[src/rtl/wb_pkg.sv]
package wb_pkg;

    localparam int XLEN       = 32;
    localparam int REG_ADDR_W = 5;
    localparam int ECODE_W    = 6;
    localparam int VPPN_W     = 19;

    // outstanding loads allowed between issue and cache return
    localparam int MAX_LOADS  = 2;
    localparam int LOAD_CNT_W = $clog2(MAX_LOADS + 1);

    // link writes the return address, pc of the branch plus one word
    localparam logic [XLEN-1:0] LINK_OFFSET = 32'd4;

    typedef enum logic [2:0] {
        OP_NONE    = 3'd0,
        OP_ALU     = 3'd1,
        OP_LINK    = 3'd2,
        OP_DIV_QUO = 3'd3,
        OP_DIV_REM = 3'd4,
        OP_CSR     = 3'd5,
        OP_LOAD    = 3'd6
    } op_class_t;

    // exception codes
    localparam logic [ECODE_W-1:0] ECODE_INT  = 6'h00;
    localparam logic [ECODE_W-1:0] ECODE_PIL  = 6'h01;
    localparam logic [ECODE_W-1:0] ECODE_PIS  = 6'h02;
    localparam logic [ECODE_W-1:0] ECODE_PIF  = 6'h03;
    localparam logic [ECODE_W-1:0] ECODE_PME  = 6'h04;
    localparam logic [ECODE_W-1:0] ECODE_PPI  = 6'h07;
    localparam logic [ECODE_W-1:0] ECODE_ADEF = 6'h08;
    localparam logic [ECODE_W-1:0] ECODE_ALE  = 6'h09;
    localparam logic [ECODE_W-1:0] ECODE_SYS  = 6'h0b;
    localparam logic [ECODE_W-1:0] ECODE_TLBR = 6'h3f;

endpackage

[src/rtl/exc_commit.sv]
`timescale 1ns/10ps

module exc_commit (
    input  logic                       clk,
    input  logic                       aresetn,
    input  logic                       accept,
    input  logic                       exc_valid_in,
    input  logic [wb_pkg::ECODE_W-1:0] ecode_in,
    input  logic [wb_pkg::XLEN-1:0]    badv_in,
    input  logic [wb_pkg::XLEN-1:0]    era_in,
    input  logic                       interrupt,
    input  logic                       ertn_in,
    input  logic [wb_pkg::XLEN-1:0]    eentry,
    input  logic [wb_pkg::XLEN-1:0]    tlbrentry,
    input  logic [wb_pkg::XLEN-1:0]    csr_era,
    output logic                       squash,
    output logic                       exc_flag,
    output logic [wb_pkg::ECODE_W-1:0] ecode_out,
    output logic [wb_pkg::XLEN-1:0]    badv_out,
    output logic                       wen_badv,
    output logic [wb_pkg::VPPN_W-1:0]  vppn_out,
    output logic                       wen_vppn,
    output logic [wb_pkg::XLEN-1:0]    era_out,
    output logic                       wen_era,
    output logic                       tlb_refill,
    output logic                       redirect_valid,
    output logic [wb_pkg::XLEN-1:0]    redirect_pc
);
    import wb_pkg::*;

    logic [ECODE_W-1:0] code_sel;
    logic               tlb_code;
    logic               addr_code;
    logic               ertn_q;

    // interrupt wins over a synchronous exception in the same group
    assign code_sel = interrupt ? ECODE_INT : ecode_in;

    assign tlb_code = (code_sel == ECODE_PIL) || (code_sel == ECODE_PIS)
                   || (code_sel == ECODE_PIF) || (code_sel == ECODE_PME)
                   || (code_sel == ECODE_PPI) || (code_sel == ECODE_TLBR);
    assign addr_code = tlb_code || (code_sel == ECODE_ADEF) || (code_sel == ECODE_ALE);

    assign squash = accept && (exc_valid_in || interrupt);

    always_ff @(posedge clk) begin
        if (!aresetn) begin
            exc_flag   <= 1'b0;
            wen_badv   <= 1'b0;
            wen_vppn   <= 1'b0;
            wen_era    <= 1'b0;
            tlb_refill <= 1'b0;
            ertn_q     <= 1'b0;
        end else begin
            exc_flag   <= squash;
            wen_badv   <= squash && addr_code;
            wen_vppn   <= squash && tlb_code;
            wen_era    <= squash;
            tlb_refill <= squash && (code_sel == ECODE_TLBR);
            ertn_q     <= accept && ertn_in && !squash;
        end
    end

    always_ff @(posedge clk) begin
        if (squash) begin
            ecode_out <= code_sel;
            badv_out  <= badv_in;
            vppn_out  <= badv_in[XLEN-1 -: VPPN_W];
            era_out   <= era_in;
        end
    end

    assign redirect_valid = exc_flag || ertn_q;
    assign redirect_pc    = tlb_refill ? tlbrentry :
                            exc_flag   ? eentry    : csr_era;

endmodule

[src/rtl/load_tracker.sv]
`timescale 1ns/10ps

module load_tracker (
    input  logic                          clk,
    input  logic                          aresetn,
    input  logic                          load_accept,
    input  logic                          dcache_ready,
    input  logic [wb_pkg::XLEN-1:0]       dcache_data,
    input  logic [wb_pkg::REG_ADDR_W-1:0] dcache_rd,
    input  logic                          squash,
    output logic                          loads_full,
    output logic                          wb_we2,
    output logic [wb_pkg::REG_ADDR_W-1:0] wb_rd2,
    output logic [wb_pkg::XLEN-1:0]       wb_data2
);
    import wb_pkg::*;

    logic [LOAD_CNT_W-1:0] load_cnt;

    // a return this cycle frees a slot for the next group
    assign loads_full = (load_cnt == LOAD_CNT_W'(MAX_LOADS)) && !dcache_ready;

    always_ff @(posedge clk) begin
        if (!aresetn || squash) begin
            load_cnt <= '0;
        end else if (load_accept && !dcache_ready) begin
            if (load_cnt != LOAD_CNT_W'(MAX_LOADS)) begin
                load_cnt <= load_cnt + 1'b1;
            end
        end else if (dcache_ready && !load_accept) begin
            if (load_cnt != '0) begin
                load_cnt <= load_cnt - 1'b1;
            end
        end
    end

    always_ff @(posedge clk) begin
        if (!aresetn) begin
            wb_we2 <= 1'b0;
        end else begin
            wb_we2 <= dcache_ready;
        end
    end

    always_ff @(posedge clk) begin
        if (dcache_ready) begin
            wb_rd2   <= dcache_rd;
            wb_data2 <= dcache_data;
        end
    end

endmodule

[src/rtl/stall_ctrl.sv]
`timescale 1ns/10ps

module stall_ctrl (
    input  logic              clk,
    input  logic              aresetn,
    input  logic              lane_valid_0,
    input  logic              lane_valid_1,
    input  wb_pkg::op_class_t lane_op_0,
    input  wb_pkg::op_class_t lane_op_1,
    input  logic              div_ready,
    input  logic              csr_ready,
    input  logic              loads_full,
    output logic              allowin,
    output logic              load_accept
);
    import wb_pkg::*;

    typedef enum logic [1:0] {
        RUN      = 2'd0,
        DIV_WAIT = 2'd1,
        CSR_WAIT = 2'd2
    } state_t;

    state_t state;
    state_t state_nxt;
    logic   need_div;
    logic   need_csr;
    logic   has_load;
    logic   div_blk;
    logic   csr_blk;

    assign need_div = (lane_valid_0 && (lane_op_0 == OP_DIV_QUO || lane_op_0 == OP_DIV_REM))
                   || (lane_valid_1 && (lane_op_1 == OP_DIV_QUO || lane_op_1 == OP_DIV_REM));
    assign need_csr = (lane_valid_0 && lane_op_0 == OP_CSR)
                   || (lane_valid_1 && lane_op_1 == OP_CSR);
    assign has_load = (lane_valid_0 && lane_op_0 == OP_LOAD)
                   || (lane_valid_1 && lane_op_1 == OP_LOAD);

    assign div_blk = need_div && !div_ready;
    assign csr_blk = need_csr && !csr_ready;

    always_comb begin
        state_nxt = state;
        case (state)
            RUN: begin
                allowin = !div_blk && !csr_blk && !loads_full;
                if (div_blk) begin
                    state_nxt = DIV_WAIT;
                end else if (csr_blk) begin
                    state_nxt = CSR_WAIT;
                end
            end
            // group is held steady, only the strobe is awaited
            DIV_WAIT: begin
                allowin = div_ready && !loads_full;
                if (allowin) begin
                    state_nxt = RUN;
                end
            end
            CSR_WAIT: begin
                allowin = csr_ready && !loads_full;
                if (allowin) begin
                    state_nxt = RUN;
                end
            end
            default: begin
                allowin   = 1'b0;
                state_nxt = RUN;
            end
        endcase
    end

    assign load_accept = allowin && has_load;

    always_ff @(posedge clk) begin
        if (!aresetn) begin
            state <= RUN;
        end else begin
            state <= state_nxt;
        end
    end

endmodule

[src/rtl/wb_lane_select.sv]
`timescale 1ns/10ps

module wb_lane_select #(
    parameter int HAS_CSR = 1
) (
    input  logic                          clk,
    input  logic                          aresetn,
    input  logic                          lane_valid,
    input  wb_pkg::op_class_t             lane_op,
    input  logic [wb_pkg::REG_ADDR_W-1:0] lane_rd,
    input  logic [wb_pkg::XLEN-1:0]       lane_result,
    input  logic [wb_pkg::XLEN-1:0]       quotient,
    input  logic [wb_pkg::XLEN-1:0]       remainder,
    input  logic [wb_pkg::XLEN-1:0]       csr_rdata,
    input  logic                          accept,
    input  logic                          squash,
    output logic                          wb_we,
    output logic [wb_pkg::REG_ADDR_W-1:0] wb_rd,
    output logic [wb_pkg::XLEN-1:0]       wb_data
);
    import wb_pkg::*;

    logic            sel_we;
    logic [XLEN-1:0] sel_data;
    logic            do_write;

    always_comb begin
        sel_we   = 1'b0;
        sel_data = lane_result;
        case (lane_op)
            OP_ALU: begin
                sel_we = 1'b1;
            end
            OP_LINK: begin
                sel_we   = 1'b1;
                sel_data = lane_result + LINK_OFFSET;
            end
            OP_DIV_QUO: begin
                sel_we   = 1'b1;
                sel_data = quotient;
            end
            OP_DIV_REM: begin
                sel_we   = 1'b1;
                sel_data = remainder;
            end
            OP_CSR: begin
                // only lane 0 talks to the csr unit
                sel_we   = (HAS_CSR != 0);
                sel_data = csr_rdata;
            end
            default: begin
                sel_we = 1'b0;
            end
        endcase
    end

    assign do_write = accept & lane_valid & ~squash & sel_we;

    always_ff @(posedge clk) begin
        if (!aresetn) begin
            wb_we <= 1'b0;
        end else begin
            wb_we <= do_write;
        end
    end

    always_ff @(posedge clk) begin
        if (do_write) begin
            wb_rd   <= lane_rd;
            wb_data <= sel_data;
        end
    end

endmodule

[src/rtl/wb_stage_top.sv]
`timescale 1ns/10ps

module wb_stage_top (
    input  logic                          clk,
    input  logic                          aresetn,
    input  logic                          lane_valid_0,
    input  wb_pkg::op_class_t             lane_op_0,
    input  logic [wb_pkg::REG_ADDR_W-1:0] lane_rd_0,
    input  logic [wb_pkg::XLEN-1:0]       lane_result_0,
    input  logic                          lane_valid_1,
    input  wb_pkg::op_class_t             lane_op_1,
    input  logic [wb_pkg::REG_ADDR_W-1:0] lane_rd_1,
    input  logic [wb_pkg::XLEN-1:0]       lane_result_1,
    input  logic                          exc_valid_in,
    input  logic [wb_pkg::ECODE_W-1:0]    ecode_in,
    input  logic [wb_pkg::XLEN-1:0]       badv_in,
    input  logic [wb_pkg::XLEN-1:0]       era_in,
    input  logic                          interrupt,
    input  logic                          ertn_in,
    input  logic [wb_pkg::XLEN-1:0]       quotient,
    input  logic [wb_pkg::XLEN-1:0]       remainder,
    input  logic                          div_ready,
    input  logic [wb_pkg::XLEN-1:0]       csr_rdata,
    input  logic                          csr_ready,
    input  logic                          dcache_ready,
    input  logic [wb_pkg::XLEN-1:0]       dcache_data,
    input  logic [wb_pkg::REG_ADDR_W-1:0] dcache_rd,
    input  logic [wb_pkg::XLEN-1:0]       eentry,
    input  logic [wb_pkg::XLEN-1:0]       tlbrentry,
    input  logic [wb_pkg::XLEN-1:0]       csr_era,
    output logic                          wb_we0,
    output logic [wb_pkg::REG_ADDR_W-1:0] wb_rd0,
    output logic [wb_pkg::XLEN-1:0]       wb_data0,
    output logic                          wb_we1,
    output logic [wb_pkg::REG_ADDR_W-1:0] wb_rd1,
    output logic [wb_pkg::XLEN-1:0]       wb_data1,
    output logic                          wb_we2,
    output logic [wb_pkg::REG_ADDR_W-1:0] wb_rd2,
    output logic [wb_pkg::XLEN-1:0]       wb_data2,
    output logic                          exc_flag,
    output logic [wb_pkg::ECODE_W-1:0]    ecode_out,
    output logic [wb_pkg::XLEN-1:0]       badv_out,
    output logic                          wen_badv,
    output logic [wb_pkg::VPPN_W-1:0]     vppn_out,
    output logic                          wen_vppn,
    output logic [wb_pkg::XLEN-1:0]       era_out,
    output logic                          wen_era,
    output logic                          tlb_refill,
    output logic                          allowin,
    output logic                          redirect_valid,
    output logic [wb_pkg::XLEN-1:0]       redirect_pc
);

    logic squash;
    logic loads_full;
    logic load_accept;

    wb_lane_select #(.HAS_CSR(1)) lane0 (
        .clk(clk), .aresetn(aresetn), .lane_valid(lane_valid_0), .lane_op(lane_op_0),
        .lane_rd(lane_rd_0), .lane_result(lane_result_0), .quotient(quotient),
        .remainder(remainder), .csr_rdata(csr_rdata), .accept(allowin), .squash(squash),
        .wb_we(wb_we0), .wb_rd(wb_rd0), .wb_data(wb_data0)
    );

    wb_lane_select #(.HAS_CSR(0)) lane1 (
        .clk(clk), .aresetn(aresetn), .lane_valid(lane_valid_1), .lane_op(lane_op_1),
        .lane_rd(lane_rd_1), .lane_result(lane_result_1), .quotient(quotient),
        .remainder(remainder), .csr_rdata(csr_rdata), .accept(allowin), .squash(squash),
        .wb_we(wb_we1), .wb_rd(wb_rd1), .wb_data(wb_data1)
    );

    load_tracker u_load_tracker (
        .clk(clk), .aresetn(aresetn), .load_accept(load_accept),
        .dcache_ready(dcache_ready), .dcache_data(dcache_data), .dcache_rd(dcache_rd),
        .squash(squash), .loads_full(loads_full),
        .wb_we2(wb_we2), .wb_rd2(wb_rd2), .wb_data2(wb_data2)
    );

    stall_ctrl u_stall_ctrl (
        .clk(clk), .aresetn(aresetn), .lane_valid_0(lane_valid_0),
        .lane_valid_1(lane_valid_1), .lane_op_0(lane_op_0), .lane_op_1(lane_op_1),
        .div_ready(div_ready), .csr_ready(csr_ready), .loads_full(loads_full),
        .allowin(allowin), .load_accept(load_accept)
    );

    exc_commit u_exc_commit (
        .clk(clk), .aresetn(aresetn), .accept(allowin), .exc_valid_in(exc_valid_in),
        .ecode_in(ecode_in), .badv_in(badv_in), .era_in(era_in), .interrupt(interrupt),
        .ertn_in(ertn_in), .eentry(eentry), .tlbrentry(tlbrentry), .csr_era(csr_era),
        .squash(squash), .exc_flag(exc_flag), .ecode_out(ecode_out),
        .badv_out(badv_out), .wen_badv(wen_badv), .vppn_out(vppn_out),
        .wen_vppn(wen_vppn), .era_out(era_out), .wen_era(wen_era),
        .tlb_refill(tlb_refill), .redirect_valid(redirect_valid),
        .redirect_pc(redirect_pc)
    );

endmodule

[config.mk]
export PLATFORM = sky130hd
export DESIGN_NAME = wb_stage_top
export DESIGN_NICKNAME = d
export VERILOG_FILES = /design/src/rtl/wb_pkg.sv /design/src/rtl/exc_commit.sv /design/src/rtl/load_tracker.sv /design/src/rtl/stall_ctrl.sv /design/src/rtl/wb_lane_select.sv /design/src/rtl/wb_stage_top.sv
export SDC_FILE = /design/constraint.sdc
export NUM_CORES = 1
export LEC_CHECK = 0
export BUFFER_PORTS_ARGS = -buffer_cell sky130_fd_sc_hd__buf_2
export CELL_PAD_IN_SITES_DETAIL_PLACEMENT = 1
export CELL_PAD_IN_SITES_GLOBAL_PLACEMENT = 1
export CORE_AREA = 2 2 248 250
export CTS_BUF_LIST = sky130_fd_sc_hd__clkbuf_8 sky130_fd_sc_hd__clkbuf_16
export CTS_CLUSTER_DIAMETER = 150
export DETAILED_ROUTE_END_ITERATION = 7
export DIE_AREA = 0 0 250 252
export HOLD_SLACK_MARGIN = 0.05
export PLACE_DENSITY_LB_ADDON = 0.1
export SYNTH_ARGS = -nofsm -noshare
export SYNTH_HDL_FRONTEND = slang
export SYNTH_SLANG_ARGS = --single-unit
[constraint.sdc]
create_clock -name clk -period 6.6 [get_ports clk]
set_input_delay 0.33 -clock clk [delete_from_list [all_inputs] [get_ports clk]]
set_output_delay 0.33 -clock clk [all_outputs]
set_load 0.02 [all_outputs]
==> results.yml <==
power:
  clkPwrFrac_pct: 33.2
  p_int_mw: 2.29
  power.leakage_nw: 6.77
  combPwrFrac_pct: 23.7
  swShare_pct: 32.3
  p_per_area_mw_per_mm2: 209
  ir_drop_v: 0.000168
  seqPwrFrac_pct: 43.1
  p_sw_mw: 1.09
die:
  io_pins: 631
  rows: 90
  initial_utilization_pct: 17.6
  dieArea_mm2: 0.0630
  core_area_mm2: 0.0601
  die_w_um: 250
  die-height_um: 252
cells_and_area:
  fin_area_mm2: 0.0162
  layout_common_cells: "buf_2, edfxtp_1, dlygate4sd3_1"
  drive_above_1_share_pct: 42.0
  final_util_pct: 26.9
  layout.cells.non_filler: 2484
  nets: 2069
  final_common_cell: "buf_2"
  syn2layout_area_growth_pct: 52.7
setup_path:
  critPathTopFamily: "simple AND/OR/NAND/NOR gates"
  cp.required_ns: 6.27
  r2r-end: "u_exc_commit.era_out[0]"
  worstPathArrival_ns: 2.60
  crit_path_end_kind: "primary output"
  ff2ff_path_depth: 6
  startpoint_type: "input pin"
  path_buf_inv: 3
  worstPathCellList: "buf_2 > and3b_1 > o211ai_1 > o211a_1 > nand2_1 > inv_1 > buf_2"
  reg2reg_slack_ns: 4.04
  critPathSlowestCell: "and3b_1"
  startpoint: "lane_op_0[1]"
  critPathMaxStageDelay_ns: 0.68
  r2r_start: "u_stall_ctrl.state[1]"
  path_class: "input pin to primary output"
  crit_fanout: 40
  cp_common_cell: "buf_2"
min_path:
  worstHoldStart: "ecode_in[2]"
  min_path_type: "input pin to register"
  hold_end: "u_exc_commit.tlb_refill"
  whs_path_depth: 3
cts:
  cts_max_path_buffers: 2
  ctsRootBufferMaster: "clkbuf_16"
  htree_levels: 4
  cts.reportedPaths.clkPinSlew_ns: 0.08
  cts_made_buffers: 17
  worstSkewPairLatency_ns: 0.49
  cts_resized: 0
  cts.sinks: 193
  cts_tree: "done"
logic_synthesis:
  syn-cell-area_mm2: 0.0106
  syn_nets: 1383
  synth-seq-cells: 193
  ys_warn_count: 0
  synth_edf_count: 181
  syn-instance-count: 991
  async_flop_share_pct: 0
  ys_types: 74
  yosysSeqAreaShare_pct: 53.5
  synth-main-ff-cell: "edfxtp_1"
  avgSynthCellArea_um2: 10.7
route:
  first_pass_iters: 6
  drtIter0Drc: 617
  drc: 0
  drt-total-wl_um: 59000
  ant_nets: 0
  via_per_inst: 4.46
  wl_per_cell_um: 23.7
  dr_total_vias: 11100
place:
  place_area_mm2: 0.0145
  placement.io_buffers: 630
  dp_cells: 2329
  gp_congestion: 0.852
  hpwl_um: 47700
timing:
  hold-worst-slack_ns: 0.103
  tns_ns: 0
  rsz0062_at_grt: "false"
  tightest_slew_ns: 1.12
  finalCriticalPeriod_ns: 2.93
  final_hold_viol_count: 0
  fin_crit_sh_pct: 44.4
  finalMaxSlewViolations: 0
  setup_viol: 0
  maxSlewHeadroom_pct: 25.2
  fmaxAchievable_ghz: 0.341
  fin_skew_ns: 0.0126
grt:
  first_global_vias: 11500
  grt_pass1_wl_um: 82000
  grt_start_max_net_pins: 71
  grt.total_usage_pct: 18.2
  grt.overflow.total: 0
  antenna_found_initial: 24
outcome:
  status: "finished clean"
job:
  maxCapViolCount: 0
-- cell families after synthesis --
kind of cell,count (synthesis),share of synthesized area [%]
multiplexers,75,7.13
buffers and inverters,114,5.03
AND/OR/NAND/NOR,281,13.5
AO/OA/AOI/OAI,319,19.9
flip-flops,193,53.5
XOR/XNOR,6,0.496
adder cells (fa/ha/maj),3,0.354
-- registers in the layout, indices dropped and copies added (netlist names) --
register and count:
lane1.wb_we 1, lane0.wb_we 1, u_exc_commit.wen_vppn 1, u_load_tracker.wb_we2 1, u_exc_commit.tlb_refill 1, u_exc_commit.era_out 32, u_exc_commit.wen_badv 1, u_load_tracker.wb_rd2 5
u_exc_commit.exc_flag 1, u_stall_ctrl.state 2, lane1.wb_rd 5, lane1.wb_data 32, lane0.wb_data 32, lane0.wb_rd 5, u_exc_commit.ertn_q 1, u_exc_commit.badv_out 13
u_exc_commit.vppn_out 19, u_load_tracker.load_cnt 2, u_load_tracker.wb_data2 32, u_exc_commit.ecode_out 6
-- power by group through the flow --
stage | Clock (mW) | Sequential, mW | Combinational, mW
finish | 1.12 | 1.46 | 0.800
global route | 1.22 | 1.46 | 0.865
CTS | 1.17 | 1.46 | 0.817
detailed placement | 0 | 1.49 | 0.758
global placement | 0 | 1.49 | 0.755
floorplan | 0 | 1.58 | 0.289
-- layout make-up --
class                      count  area [um^2]
sequential                   193         5680
timing repair buffer         757         4380
antenna                       12         30.0
inverter                      24         90.1
tap                          782          978
clock inverter                15          179
multi-input combinational    684         4430
clock buffer                  17          425
fill                        7011        43900
-- synth_stat cells (all sizes together), types with 5 or more instances --
cell type | count | area share [%]
or2 | 5 | 0.29
nor4 | 12 | 1.1
o221ai | 6 | 0.61
a21oi | 54 | 2.5
nand3 | 24 | 1.2
dfxtp | 12 | 2.3
a22oi | 17 | 1.2
or3 | 6 | 0.35
and2 | 5 | 0.29
a31oi | 13 | 0.77
edfxtp | 181 | 51
nand4 | 12 | 0.83
buf | 43 | 2.5
o21ai | 113 | 5.3
inv | 24 | 0.85
clkbuf | 47 | 1.7
and3 | 12 | 0.71
and4 | 5 | 0.41
o22ai | 7 | 0.41
a211oi | 5 | 0.35
nor2b | 17 | 1.0
o211ai | 8 | 0.57
nand2 | 105 | 3.7
nor2 | 38 | 1.3
nor3 | 23 | 1.1
nand2b | 6 | 0.35
a21o | 5 | 0.35
o31a | 7 | 0.58
mux2i | 71 | 6.7
xnor2 | 6 | 0.50
a221oi | 16 | 1.3
a22o | 30 | 2.5
-- worst max path at each step --
stage | to | slack, ns | depth (start not counted)
after floorplan | u_exc_commit.badv_out[0] | 1.94 | 6
after global placement | u_exc_commit.era_out[0] | 3.13 | 8
after detailed placement | u_exc_commit.vppn_out[4] | 3.13 | 8
after CTS | allowin | 3.60 | 7
after global routing | allowin | 3.34 | 7
final | allowin | 3.67 | 7
-- worst register-to-register path, stage by stage (launching register included) --
cell and delay, ns:
dfxtp_1 0.35, nor2_1 0.14, o221a_1 0.21, o211a_1 0.26, nand2_1 0.31, nor2_4 0.18
buf_4 0.71
-- what timing repair did --
action / 4_1_cts / 5_1_grt
endpoints found under the hold margin: 111 / 0
hold buffers: 111 / 0
setup buffers: 0 / 0
setup endpoints to repair: 0 / 0
-- metal layers --
metal,track usage [%],share of wire [%],up-vias
met3,6.02,7.2,66
met1,20.8,39,5376
met4,5.44,2.1,20
met2,32.2,51,414
met5,0,0.21,-
li1,-,-,5205
-- through the flow --
step                      setup WS, ns  total power [mW]
after floorplan                   1.94              1.87
after global placement            3.13              2.24
after detailed placement          3.13              2.24
after CTS                         3.60              3.45
after global routing              3.34              3.55
final                             3.67              3.38
(Power assumes the default switching activity.)
